### src/hw/dispatch_pkg.sv
package dispatch_pkg;

	localparam int DATA_W = 32;
	localparam int REG_ADDR_W = 5;
	localparam int NUM_GR = 32;

	typedef logic [DATA_W-1:0] data_t;
	typedef logic [REG_ADDR_W-1:0] reg_addr_t;
	typedef logic [4:0] cmd_t;

	// System register space
	localparam reg_addr_t SYSREG_CPUIDR = 5'h00;
	localparam reg_addr_t SYSREG_COREIDR = 5'h01;
	localparam reg_addr_t SYSREG_TIDR = 5'h02;
	localparam reg_addr_t SYSREG_PCR = 5'h04;
	localparam reg_addr_t SYSREG_SPR = 5'h05;
	localparam reg_addr_t SYSREG_PSR = 5'h06;
	localparam reg_addr_t SYSREG_IDTR = 5'h07;
	localparam reg_addr_t SYSREG_PDTR = 5'h09;
	localparam reg_addr_t SYSREG_PPSR = 5'h0d;

	// Processor id in the upper half, revision in the lower
	localparam data_t PROCESSOR_ID_REV = 32'h0001_0003;

	// PSR bits 6, 5 and 2
	localparam data_t PSR_IRQ_CLEAR_MASK = 32'h0000_0064;

endpackage

### src/hw/dispatch_top.sv
`timescale 1ns/10ps

module dispatch_top #(
	parameter dispatch_pkg::data_t CORE_ID = '0,
	parameter int NUM_CREDITS = 4
) (
	input logic iCLOCK,
	input logic inRESET,
	input logic in_valid,
	output logic in_ready,
	input dispatch_pkg::cmd_t in_cmd,
	input dispatch_pkg::reg_addr_t in_destination,
	input logic in_dest_sysreg,
	input logic in_writeback,
	input logic in_src0_sysreg,
	input logic in_src1_sysreg,
	input logic in_src1_imm,
	input dispatch_pkg::reg_addr_t in_src0,
	input dispatch_pkg::data_t in_src1,
	input dispatch_pkg::data_t in_pc,
	input logic wb_valid,
	input dispatch_pkg::reg_addr_t wb_destination,
	input logic wb_dest_sysreg,
	input logic wb_writeback,
	input dispatch_pkg::data_t wb_data,
	input logic wb_spr_writeback,
	input dispatch_pkg::data_t wb_spr,
	input logic irq_set,
	input logic irq_clear,
	output logic out_valid,
	output dispatch_pkg::cmd_t out_cmd,
	output dispatch_pkg::reg_addr_t out_destination,
	output logic out_dest_sysreg,
	output logic out_writeback,
	output dispatch_pkg::data_t out_source0,
	output dispatch_pkg::data_t out_source1,
	output dispatch_pkg::data_t out_pc,
	input logic credit_return,
	output dispatch_pkg::data_t sysreg_psr,
	output dispatch_pkg::data_t sysreg_ppsr
);

	dispatch_pkg::data_t gr_data0, gr_data1;
	dispatch_pkg::data_t sr_data0, sr_data1;
	logic sr_hit0, sr_hit1;

	gr_file u_gr_file (
		.iCLOCK(iCLOCK),
		.inRESET(inRESET),
		.wb_valid(wb_valid),
		.wb_writeback(wb_writeback),
		.wb_dest_sysreg(wb_dest_sysreg),
		.wb_destination(wb_destination),
		.wb_data(wb_data),
		.rd_addr0(in_src0),
		.rd_addr1(in_src1[dispatch_pkg::REG_ADDR_W-1:0]),
		.rd_data0(gr_data0),
		.rd_data1(gr_data1)
	);

	sysreg_file #(
		.CORE_ID(CORE_ID)
	) u_sysreg_file (
		.iCLOCK(iCLOCK),
		.inRESET(inRESET),
		.wb_valid(wb_valid),
		.wb_writeback(wb_writeback),
		.wb_dest_sysreg(wb_dest_sysreg),
		.wb_spr_writeback(wb_spr_writeback),
		.wb_destination(wb_destination),
		.wb_data(wb_data),
		.wb_spr(wb_spr),
		.irq_set(irq_set),
		.irq_clear(irq_clear),
		.rd_addr0(in_src0),
		.rd_addr1(in_src1[dispatch_pkg::REG_ADDR_W-1:0]),
		.pc(in_pc),
		.rd_data0(sr_data0),
		.rd_data1(sr_data1),
		.rd_hit0(sr_hit0),
		.rd_hit1(sr_hit1),
		.sysreg_psr(sysreg_psr),
		.sysreg_ppsr(sysreg_ppsr)
	);

	issue_stage #(
		.NUM_CREDITS(NUM_CREDITS)
	) u_issue_stage (
		.iCLOCK(iCLOCK),
		.inRESET(inRESET),
		.in_valid(in_valid),
		.in_ready(in_ready),
		.in_cmd(in_cmd),
		.in_destination(in_destination),
		.in_dest_sysreg(in_dest_sysreg),
		.in_writeback(in_writeback),
		.in_src0_sysreg(in_src0_sysreg),
		.in_src1_sysreg(in_src1_sysreg),
		.in_src1_imm(in_src1_imm),
		.in_src1(in_src1),
		.in_pc(in_pc),
		.gr_data0(gr_data0),
		.gr_data1(gr_data1),
		.sr_data0(sr_data0),
		.sr_data1(sr_data1),
		.sr_hit0(sr_hit0),
		.sr_hit1(sr_hit1),
		.out_valid(out_valid),
		.out_cmd(out_cmd),
		.out_destination(out_destination),
		.out_dest_sysreg(out_dest_sysreg),
		.out_writeback(out_writeback),
		.out_source0(out_source0),
		.out_source1(out_source1),
		.out_pc(out_pc),
		.credit_return(credit_return)
	);

endmodule

### src/hw/gr_file.sv
`timescale 1ns/10ps

module gr_file (
	input logic iCLOCK,
	input logic inRESET,
	input logic wb_valid,
	input logic wb_writeback,
	input logic wb_dest_sysreg,
	input dispatch_pkg::reg_addr_t wb_destination,
	input dispatch_pkg::data_t wb_data,
	input dispatch_pkg::reg_addr_t rd_addr0,
	input dispatch_pkg::reg_addr_t rd_addr1,
	output dispatch_pkg::data_t rd_data0,
	output dispatch_pkg::data_t rd_data1
);

	dispatch_pkg::data_t regs [dispatch_pkg::NUM_GR];
	logic wr_en;

	assign wr_en = wb_valid && wb_writeback && !wb_dest_sysreg;

	always_ff @(posedge iCLOCK or negedge inRESET) begin
		if (!inRESET) begin
			for (int i = 0; i < dispatch_pkg::NUM_GR; i++) begin
				regs[i] <= '0;
			end
		end else if (wr_en) begin
			regs[wb_destination] <= wb_data;
		end
	end

	// Same-cycle write bypass
	always_comb begin
		if (wr_en && wb_destination == rd_addr0) begin
			rd_data0 = wb_data;
		end else begin
			rd_data0 = regs[rd_addr0];
		end
		if (wr_en && wb_destination == rd_addr1) begin
			rd_data1 = wb_data;
		end else begin
			rd_data1 = regs[rd_addr1];
		end
	end

	wb_dest_known: assert property (
		@(posedge iCLOCK) disable iff (!inRESET)
		wb_valid |-> !$isunknown(wb_destination)
	) else $error("gr_file: unknown writeback destination");

endmodule

### src/hw/issue_stage.sv
`timescale 1ns/10ps

module issue_stage #(
	parameter int NUM_CREDITS = 4
) (
	input logic iCLOCK,
	input logic inRESET,
	input logic in_valid,
	output logic in_ready,
	input dispatch_pkg::cmd_t in_cmd,
	input dispatch_pkg::reg_addr_t in_destination,
	input logic in_dest_sysreg,
	input logic in_writeback,
	input logic in_src0_sysreg,
	input logic in_src1_sysreg,
	input logic in_src1_imm,
	input dispatch_pkg::data_t in_src1,
	input dispatch_pkg::data_t in_pc,
	input dispatch_pkg::data_t gr_data0,
	input dispatch_pkg::data_t gr_data1,
	input dispatch_pkg::data_t sr_data0,
	input dispatch_pkg::data_t sr_data1,
	input logic sr_hit0,
	input logic sr_hit1,
	output logic out_valid,
	output dispatch_pkg::cmd_t out_cmd,
	output dispatch_pkg::reg_addr_t out_destination,
	output logic out_dest_sysreg,
	output logic out_writeback,
	output dispatch_pkg::data_t out_source0,
	output dispatch_pkg::data_t out_source1,
	output dispatch_pkg::data_t out_pc,
	input logic credit_return
);

	localparam int CNT_W = $clog2(NUM_CREDITS + 1);

	logic [CNT_W-1:0] credit_cnt;
	logic accept;
	dispatch_pkg::data_t src0_sel, src1_sel;

	assign in_ready = credit_cnt != '0;
	assign accept = in_valid && in_ready;

	// Missed sysreg reads give zero
	always_comb begin
		if (in_src0_sysreg) begin
			src0_sel = sr_hit0 ? sr_data0 : '0;
		end else begin
			src0_sel = gr_data0;
		end
		if (in_src1_imm) begin
			src1_sel = in_src1;
		end else if (in_src1_sysreg) begin
			src1_sel = sr_hit1 ? sr_data1 : '0;
		end else begin
			src1_sel = gr_data1;
		end
	end

	always_ff @(posedge iCLOCK or negedge inRESET) begin
		if (!inRESET) begin
			credit_cnt <= CNT_W'(NUM_CREDITS);
			out_valid <= 1'b0;
		end else begin
			out_valid <= accept;
			if (accept && !credit_return) begin
				credit_cnt <= credit_cnt - 1'b1;
			end else if (!accept && credit_return) begin
				credit_cnt <= credit_cnt + 1'b1;
			end
		end
	end

	always_ff @(posedge iCLOCK) begin
		if (accept) begin
			out_cmd <= in_cmd;
			out_destination <= in_destination;
			out_dest_sysreg <= in_dest_sysreg;
			out_writeback <= in_writeback;
			out_source0 <= src0_sel;
			out_source1 <= src1_sel;
			out_pc <= in_pc;
		end
	end

	credit_bound: assert property (
		@(posedge iCLOCK) disable iff (!inRESET)
		credit_cnt <= CNT_W'(NUM_CREDITS)
	) else $error("issue_stage: credit count above limit");

	// Downstream only returns slots it was given
	return_needs_issue: assert property (
		@(posedge iCLOCK) disable iff (!inRESET)
		credit_return |-> credit_cnt != CNT_W'(NUM_CREDITS)
	) else $error("issue_stage: credit returned with all credits home");

endmodule

### src/hw/sysreg_file.sv
`timescale 1ns/10ps

module sysreg_file #(
	parameter dispatch_pkg::data_t CORE_ID = '0
) (
	input logic iCLOCK,
	input logic inRESET,
	input logic wb_valid,
	input logic wb_writeback,
	input logic wb_dest_sysreg,
	input logic wb_spr_writeback,
	input dispatch_pkg::reg_addr_t wb_destination,
	input dispatch_pkg::data_t wb_data,
	input dispatch_pkg::data_t wb_spr,
	input logic irq_set,
	input logic irq_clear,
	input dispatch_pkg::reg_addr_t rd_addr0,
	input dispatch_pkg::reg_addr_t rd_addr1,
	input dispatch_pkg::data_t pc,
	output dispatch_pkg::data_t rd_data0,
	output dispatch_pkg::data_t rd_data1,
	output logic rd_hit0,
	output logic rd_hit1,
	output dispatch_pkg::data_t sysreg_psr,
	output dispatch_pkg::data_t sysreg_ppsr
);

	dispatch_pkg::data_t tidr_q, psr_q, ppsr_q, spr_q, idtr_q, pdtr_q;
	dispatch_pkg::data_t tidr_d, psr_d, ppsr_d, spr_d, idtr_d, pdtr_d;
	dispatch_pkg::data_t pcr;
	logic wr_en;

	assign wr_en = wb_valid && wb_writeback && wb_dest_sysreg;
	assign pcr = pc - dispatch_pkg::data_t'(4);

	// Next state, IRQ moves win over writeback
	always_comb begin
		tidr_d = (wr_en && wb_destination == dispatch_pkg::SYSREG_TIDR) ? wb_data : tidr_q;
		idtr_d = (wr_en && wb_destination == dispatch_pkg::SYSREG_IDTR) ? wb_data : idtr_q;
		pdtr_d = (wr_en && wb_destination == dispatch_pkg::SYSREG_PDTR) ? wb_data : pdtr_q;
		if (wb_valid && wb_spr_writeback) begin
			spr_d = wb_spr;
		end else if (wr_en && wb_destination == dispatch_pkg::SYSREG_SPR) begin
			spr_d = wb_data;
		end else begin
			spr_d = spr_q;
		end
		if (irq_set) begin
			psr_d = psr_q & ~dispatch_pkg::PSR_IRQ_CLEAR_MASK;
		end else if (irq_clear) begin
			psr_d = ppsr_q;
		end else if (wr_en && wb_destination == dispatch_pkg::SYSREG_PSR) begin
			psr_d = wb_data;
		end else begin
			psr_d = psr_q;
		end
		if (irq_set) begin
			ppsr_d = psr_q;
		end else if (wr_en && wb_destination == dispatch_pkg::SYSREG_PPSR) begin
			ppsr_d = wb_data;
		end else begin
			ppsr_d = ppsr_q;
		end
	end

	always_ff @(posedge iCLOCK or negedge inRESET) begin
		if (!inRESET) begin
			tidr_q <= '0;
			psr_q <= '0;
			ppsr_q <= '0;
			spr_q <= '0;
			idtr_q <= '0;
			pdtr_q <= '0;
		end else begin
			tidr_q <= tidr_d;
			psr_q <= psr_d;
			ppsr_q <= ppsr_d;
			spr_q <= spr_d;
			idtr_q <= idtr_d;
			pdtr_q <= pdtr_d;
		end
	end

	// Hit flag on top of the value
	function automatic logic [dispatch_pkg::DATA_W:0] read_sysreg(
		input dispatch_pkg::reg_addr_t idx
	);
		case (idx)
			dispatch_pkg::SYSREG_CPUIDR: return {1'b1, dispatch_pkg::PROCESSOR_ID_REV};
			dispatch_pkg::SYSREG_COREIDR: return {1'b1, CORE_ID};
			dispatch_pkg::SYSREG_TIDR: return {1'b1, tidr_d};
			dispatch_pkg::SYSREG_PCR: return {1'b1, pcr};
			dispatch_pkg::SYSREG_SPR: return {1'b1, spr_d};
			dispatch_pkg::SYSREG_PSR: return {1'b1, psr_d};
			dispatch_pkg::SYSREG_IDTR: return {1'b1, idtr_d};
			dispatch_pkg::SYSREG_PDTR: return {1'b1, pdtr_d};
			dispatch_pkg::SYSREG_PPSR: return {1'b1, ppsr_d};
			default: return '0;
		endcase
	endfunction

	always_comb begin
		{rd_hit0, rd_data0} = read_sysreg(rd_addr0);
		{rd_hit1, rd_data1} = read_sysreg(rd_addr1);
	end

	assign sysreg_psr = psr_q;
	assign sysreg_ppsr = ppsr_q;

	irq_exclusive: assert property (
		@(posedge iCLOCK) disable iff (!inRESET)
		!(irq_set && irq_clear)
	) else $error("sysreg_file: irq_set and irq_clear together");

endmodule

### config.mk
export PLATFORM = sky130hd
export DESIGN_NAME = dispatch_top
export DESIGN_NICKNAME = d
export VERILOG_FILES = /design/src/hw/dispatch_pkg.sv /design/src/hw/dispatch_top.sv /design/src/hw/gr_file.sv /design/src/hw/issue_stage.sv /design/src/hw/sysreg_file.sv
export SDC_FILE = /design/constraint.sdc
export NUM_CORES = 2
export LEC_CHECK = 0
export BUFFER_PORTS_ARGS = -buffer_cell sky130_fd_sc_hd__buf_4
export CORE_MARGIN = 4
export CORE_UTILIZATION = 57
export CTS_CLUSTER_SIZE = 30
export DETAILED_ROUTE_END_ITERATION = 10
export PLACE_DENSITY_LB_ADDON = 0.15
export SYNTH_ARGS = -nofsm -noshare
export SYNTH_HDL_FRONTEND = slang
export SYNTH_SLANG_ARGS = --single-unit
### constraint.sdc
create_clock -name iCLOCK -period 7.9 [get_ports iCLOCK]
set_input_delay 0.395 -clock iCLOCK [delete_from_list [all_inputs] [get_ports iCLOCK]]
set_output_delay 0.395 -clock iCLOCK [all_outputs]
set_load 0.1 [all_outputs]
# Yosys cells after proc, flatten, opt, wreduce, memory -nomap -nowiden
# Cells that the tools add are included.
# word_totals
out_inout_bits	174
reg_bits	1328
wordCells	134
in_bits	163
# classes
n_lt_le_gt_ge	4
addsub	3
n_eq_ne	24
n_reduce_logical	23
n_mux	30
bitwise	3
# ops
op	n
bitwise mux 1024 bit	1
two-way mux 32 bit	22
case mux 33 bit (9 select lines)	2
binary-select mux 32 bit (select 5 bit)	2
demux 32 bit (select 5 bit)	1
equality test 5 x 3 -> 1 bit (second input constant)	11
subtractor 32 x 3 -> 32 bit (second input constant)	1
equality test 5 x 4 -> 1 bit (second input constant)	6
greater-or-equal comparator 6 bit (second input constant)	3
NOT 5 -> 6 bit	3
logical AND 1 bit	16
equality test 5 x 2 -> 1 bit (second input constant)	3
equality test 5 x 1 -> 1 bit (second input constant)	2
equality test 5 bit	2
logical NOT 5 bit	2
< comparator 6 x 1 -> 1 bit (second input constant)	1
two-way mux 3 bit	2
adder 3 x 1 -> 3 bit (second input constant)	1
logical NOT 1 bit	3
nonzero test 3 bit	1
subtractor 3 x 1 -> 3 bit (second input constant)	1
nonzero test 2 bit	1

# Logic depth before layout (Yosys ltp)
# logic_depth
word_depth	10
mapped_depth	12
ltp_nobuf	9

# By module
# From an unflattened synthesis, not the netlist that was laid out.
# hier_totals
hier_cells	5238
area_unflattened_um2	71457.3
# by_module_without_submodules
mod	area_each_um2	seq_area_each_um2	cells_each	n_inst
gr_file	54866.4	25624.6	3529	1
sysreg_file	11846.4	4804.6	1367	1
issue_stage	4744.6	3344.5	342	1

# Worst setup path before layout
# No wires, ideal clock.
# synth_path
path_type	reg-to-reg
start	register u_issue_stage.credit_cnt[2]
end	register u_issue_stage.credit_cnt[2]
path_slack_ps	2612
required_ps	7825
setup_time_ps	75
t_arrival_ps	5213
period_less_slack_ps	5288
path_buffers	0
stages_incl_launch_ff	9
cell_sequence	dfstp_2 or3_1 and2_1 ha_1 inv_1 fa_1 xor2_1 nor2_1 xor2_1
# synth_between
elab_chain_len	5
word_cells_on_any_way	10
cone_classes	add/sub (2); mux (2); reduce/logical (6)
# synth_lines
item	line	text
from (decl)	issue_stage.sv:38	logic [CNT_W-1:0] credit_cnt;
from (signal assigned)	issue_stage.sv:63	credit_cnt <= CNT_W'(NUM_CREDITS);
from (signal assigned)	issue_stage.sv:68	credit_cnt <= credit_cnt - 1'b1;
from (signal assigned)	issue_stage.sv:70	credit_cnt <= credit_cnt + 1'b1;
nonzero test 3 bit (*)	issue_stage.sv:42	assign in_ready = credit_cnt != '0;
named net in_ready	dispatch_top.sv:10	output logic in_ready,
logical AND 1 bit (*)	issue_stage.sv:43	assign accept = in_valid && in_ready;
named net u_issue_stage.accept	issue_stage.sv:39	logic accept;
logical NOT 1 bit	issue_stage.sv:69	end else if (!accept && credit_return) begin
logical AND 1 bit	issue_stage.sv:69	
nonzero test 2 bit (no source line)	-	
# Mark *: on every way through the listed nets, which the timed path passes. The rest lies on a longest branch. The select of a mux whose other input is x is not followed.
# A chain may end at the register's enable or synchronous reset.

# Worst setup path in the final report
# layout_path
start	input port in_src1[0]
end	register u_issue_stage.out_source1[29], data pin
# layout_between
elab_chain_len	7
word_cells_on_any_way	20
cone_classes	eq/ne (9); mux (8); bitwise (1); reduce/logical (2)
# layout_lines
item	line	text
from (decl)	dispatch_top.sv:19	input dispatch_pkg::data_t in_src1,
NOT 5 -> 6 bit (not written as such)	gr_file.sv:42	rd_data1 = regs[rd_addr1];
binary-select mux 32 bit (select 5 bit)	gr_file.sv:42	
two-way mux 32 bit (not written as such) (2 in a row)	gr_file.sv:42	
two-way mux 32 bit	gr_file.sv:39	if (wr_en && wb_destination == rd_addr1) begin
two-way mux 32 bit (*)	issue_stage.sv:54	end else if (in_src1_sysreg) begin
two-way mux 32 bit (*)	issue_stage.sv:52	if (in_src1_imm) begin
named net u_issue_stage.src1_sel[29]	issue_stage.sv:40	dispatch_pkg::data_t src0_sel, src1_sel;
to (signal assigned)	issue_stage.sv:82	out_source1 <= src1_sel;
to (decl)	issue_stage.sv:31	output dispatch_pkg::data_t out_source1,
# Marked as above.

==> run summary <==
The run finished with clean final reports. The adder-cell share of the synthesized area was 0.000641. By area, the combinational part of the netlist is dominated by multiplexers. Dividing the detail-routed wire length by the instance count gives 34.8 um. The overall die height is 359 um, and the TritonCTS sink count is 1328.

In this run the count of I/O pins placed on the die edge is 337. In this run, the number of DRC markers left after iteration 0 of detailed routing was 7539. The H-tree was split into 4 levels. Gates resized during post-CTS repair numbered 0. The simple-gate share of the synthesized area is 0.0417. The final core utilization was 0.653. The first detailed-routing pass ran for 9 iterations. Averaged over all synthesized cells, the footprint is 13.7 um^2. The xor and xnor area share after synthesis is 0.00484, and the proportion of synthesized chip area in sequential cells is 0.481. The overall power was 18.6 mW. For this run, the slowest stage of the critical path takes 1.13 ns.

Path type of the worst min-delay path: primary input to flop. Dividing the detail-routed via count by the number of cells gives 7.25. The most used cell along the critical path is sky130_fd_sc_hd__a221oi_1.

Once detailed placement completed, the half-perimeter wirelength came to 143000 um. The mux cell area share after synthesis is 0.363, and the number of max-slew violations in the final report is 0. The required arrival time at the worst endpoint was 8.53 ns.

The combined global-route utilization of all metal layers was 0.375; the worst reg-to-reg setup slack was 5.19 ns. The number of antenna violations at the first check in global routing came out at 6. The tools report the final wirelength as 243000 um. The tools report the met1 demand-to-capacity share in global routing as 0.511. The initial cell density of the core is 0.576, and the multi-input combinational cell area is 0.0343 mm^2. The CTS clock-pin slew for the worst setup and hold paths works out to 0.06 ns.

The count of flip-flops with a built-in enable after synthesis was 108; the number of instances in the synthesized netlist was 5116. For this design the ratio of total power to cell area is 234 mW/mm^2. Fill cells in the final layout number 8784. For the pin with the worst max-slew slack, the measured transition is 1.28 ns. At the end of the flow, the number of nets in the layout was 5428.

For the tightest slew margin relative to the limit, the log shows 0.123. After detailed routing, the number of remaining DRC violations is 0. The nature of the critical path endpoint was a flop. On the critical path, the stage with the largest delay is an instance of sky130_fd_sc_hd__a2111oi_0. The leakage power summed over all cells is 35.9 nW. Measured along the x axis, the die boundary spans 359 um. TritonCTS built the clock tree. The layer flagged by global routing as most heavily used is met2.

The count of input and output buffers came out at 336. The portion of the clock cycle consumed by the worst path in the final layout works out to 0.460. Ranked by total cell area, the synthesized netlist is headed by sky130_fd_sc_hd__dfrtp_1, sky130_fd_sc_hd__mux4_2, sky130_fd_sc_hd__mux2_2, sky130_fd_sc_hd__edfxtp_1, sky130_fd_sc_hd__mux2i_1. The via count of the routed design was 50.7k. Adding up every negative setup slack in the final design gives 0 ns. The run gives 0 as the final setup violation count. The portion of synthesized cell area occupied by the leading cell type is 0.434, and the post-synthesis async set-or-reset flop share is 0.919. Final RePlAce weighted congestion: 0.962. The share of post-route cells with drive strength above 1 is 0.407, and the arrival time of the worst setup path is 4.27 ns.

STA classifies the critical path startpoint as a primary input. The die covers 0.129 mm^2. For the reported max-cap violation count, the log shows 0. From synthesis to final layout, the design area changed by 13.4%. The row count came out at 128. The pin count of the biggest net entering global routing is 165.

The maximum clock rate is 275 MHz, and the antenna violation net count after detailed routing is 0. The netlist uses 74 different library cells. The maximum vdd ir drop was 0.356 mV; the CTS buffer count was 142. Summed over all layers, the global routing overflow is 0. The biggest area contributor in the post-synthesis netlist is sky130_fd_sc_hd__dfrtp_1.

Registers take 0.0338 mm^2. The run gives 0.0702 mm^2 as the cell area after technology mapping. The routing usage on met2 is 0.543, and the flop and latch count out of synthesis is 1328. The root buffer selected by CTS was sky130_fd_sc_hd__clkbuf_16. For the global-route wire length before repair, the log shows 355000 um. The source-to-sink clock delay at the later pin of the worst-skew pair is 0.78 ns, and the number of global-route vias before repair is 50.3k. The worst setup path is of the primary input to flop kind.

Counting along the longest clock path gives a buffer depth of 3. For the global-route track usage on met3, the log shows 0.127. The signal on the critical path passes through buf_8 -> buf_12 -> nand2_1 -> o221ai_1 -> a221oi_1 -> a2111oi_0 -> buf_4 -> a221oi_1 -> o21ai_1. The fraction of the mapped netlist area in compound gates is 0.0739. In this run the worst path has a maximum fanout of 89.

After floorplanning, the core was sized to cover 0.122 mm^2. For this run, the number of Yosys warnings is 0. Setup repair after global routing left no endpoint under its margin. In the synthesized netlist the dominant register cell turns out to be sky130_fd_sc_hd__dfrtp_1. Subtracting the final worst setup slack from the clock period gives 3.64 ns. The count of endpoints failing hold in the final timing report is 0. Clock skew on the completed layout was measured at 0.0203 ns. The tools report the number of nets in the synthesized netlist as 5282.
## cell usage after synthesis (all sizes together), types with 40 or more instances
library cell	n
inv	92
buf	122
o21ai	169
dfrtp	1219
nand3	76
edfxtp	108
a22o	43
nand2	231
mux4	540
a221oi	40
mux2	1023
a22oi	82
a21oi	66
clkbuf	418
o22ai	96
mux2i	183
nor2	122
o211ai	43
## metrics by stage
step	std cells	setup slack [ns]	area [um^2]	hold WS [ns]
2_1_floorplan	5116	2.61	70200	0.0994
6_report	7000	4.26	79700	0.0309
4_1_cts	6998	4.44	79700	0.000323
3_3_place_gp	6658	3.70	74100	0.446
5_1_grt	6998	4.25	79700	0.0115
3_5_place_dp	6658	3.68	74100	0.447
## sequential cells by signal (all words and copies together) (netlist names), 32 cells and up
register,count
u_gr_file.regs,1024
u_issue_stage.out_pc,32
u_issue_stage.out_source0,32
u_issue_stage.out_source1,32
u_sysreg_file.idtr_q,32
u_sysreg_file.pdtr_q,32
u_sysreg_file.spr_q,32
u_sysreg_file.sysreg_ppsr,32
u_sysreg_file.sysreg_psr,32
u_sysreg_file.tidr_q,32
## worst max-delay path, delay by kind of cell
| kind | cells | cell delay [ns] |
|---|---|---|
| buffers and inverters | 3 | 1.19 |
| AND/OR/NAND/NOR | 1 | 0.61 |
| AO/OA/AOI/OAI | 5 | 1.85 |
## kinds of logic after synthesis
logic type / count (synthesis)
xor+xnor: 38
buf+inv: 633
compound gates: 751
simple gates: 617
mux: 1746
flops: 1328
fa+ha+maj: 3
## power by group
group / total [mW] / internal, mW / switching (mW) / leakage [nW]
combinational: 3.72 / 1.28 / 2.44 / 15.9
sequential: 8.03 / 7.58 / 0.453 / 17.5
clock: 6.86 / 4.03 / 2.82 / 2.37
total: 18.6 / 12.9 / 5.72 / 35.9
## cells in the final DEF, fill, tap and decap left out, types with 22 or more instances in the layout
cell,n
sky130_fd_sc_hd__nand4_1,23
sky130_fd_sc_hd__clkinv_2,27
sky130_fd_sc_hd__dfrtp_1,1219
sky130_fd_sc_hd__buf_4,441
sky130_fd_sc_hd__mux2_1,122
sky130_fd_sc_hd__o22ai_1,95
sky130_fd_sc_hd__o32ai_1,22
sky130_fd_sc_hd__o21ai_1,30
sky130_fd_sc_hd__mux2i_1,183
sky130_fd_sc_hd__mux4_2,540
sky130_fd_sc_hd__a31oi_1,31
sky130_fd_sc_hd__clkbuf_8,28
sky130_fd_sc_hd__a21oi_1,66
sky130_fd_sc_hd__mux2_2,901
sky130_fd_sc_hd__a221oi_1,40
sky130_fd_sc_hd__o211ai_1,43
sky130_fd_sc_hd__edfxtp_1,108
sky130_fd_sc_hd__clkbuf_16,149
sky130_fd_sc_hd__o221ai_1,29
sky130_fd_sc_hd__nor2_1,107
sky130_fd_sc_hd__o21ai_0,138
sky130_fd_sc_hd__xnor2_1,26
sky130_fd_sc_hd__nand2_1,218
sky130_fd_sc_hd__and3_1,25
sky130_fd_sc_hd__clkbuf_1,28
sky130_fd_sc_hd__a22o_1,43
sky130_fd_sc_hd__nor3_1,23
sky130_fd_sc_hd__o31ai_1,22
sky130_fd_sc_hd__dlygate4sd3_1,85
sky130_fd_sc_hd__a211oi_1,26
sky130_fd_sc_hd__nand3_1,69
sky130_fd_sc_hd__inv_1,92
sky130_fd_sc_hd__a22oi_1,82
## path summary, 6_finish.rpt
check / startpoint / end / cells past startpoint
worst max-delay path: in_src1[0] / u_issue_stage.out_source1[29] / 9
worst min-delay path: in_src1[30] / u_issue_stage.out_source1[30] / 3
worst max register to register: u_issue_stage.credit_cnt[2] / u_issue_stage.out_source0[18] / 3
worst min register to register: u_gr_file.regs[806] / u_gr_file.regs[806] / 2
max in group asynchronous: inRESET / u_gr_file.regs[215] / 4
min in group asynchronous: inRESET / u_issue_stage.credit_cnt[1] / 2
## cell type report
cell class	instances	share of cell area
multi-input cells	3155	0.431
flip-flops and latches	1328	0.424
clock inverters	50	0.00670
well taps	1625	0.0255
clock buffers	205	0.0529
inverters	93	0.00438
diodes	2	0.0000628
repair buffers	542	0.0560
## layer usage
metal	vias to the layer above	routed length [um]
met5	-	40
met4	6	13900
met3	739	31500
met2	3526	106000
met1	26400	91500
li1	20000	-
## repair_timing
item,CTS,global route
endpoints found under the hold margin,208,0
hold buffers,85,0
buffers inserted,0,0
Power figures use the tool's default switching activity.
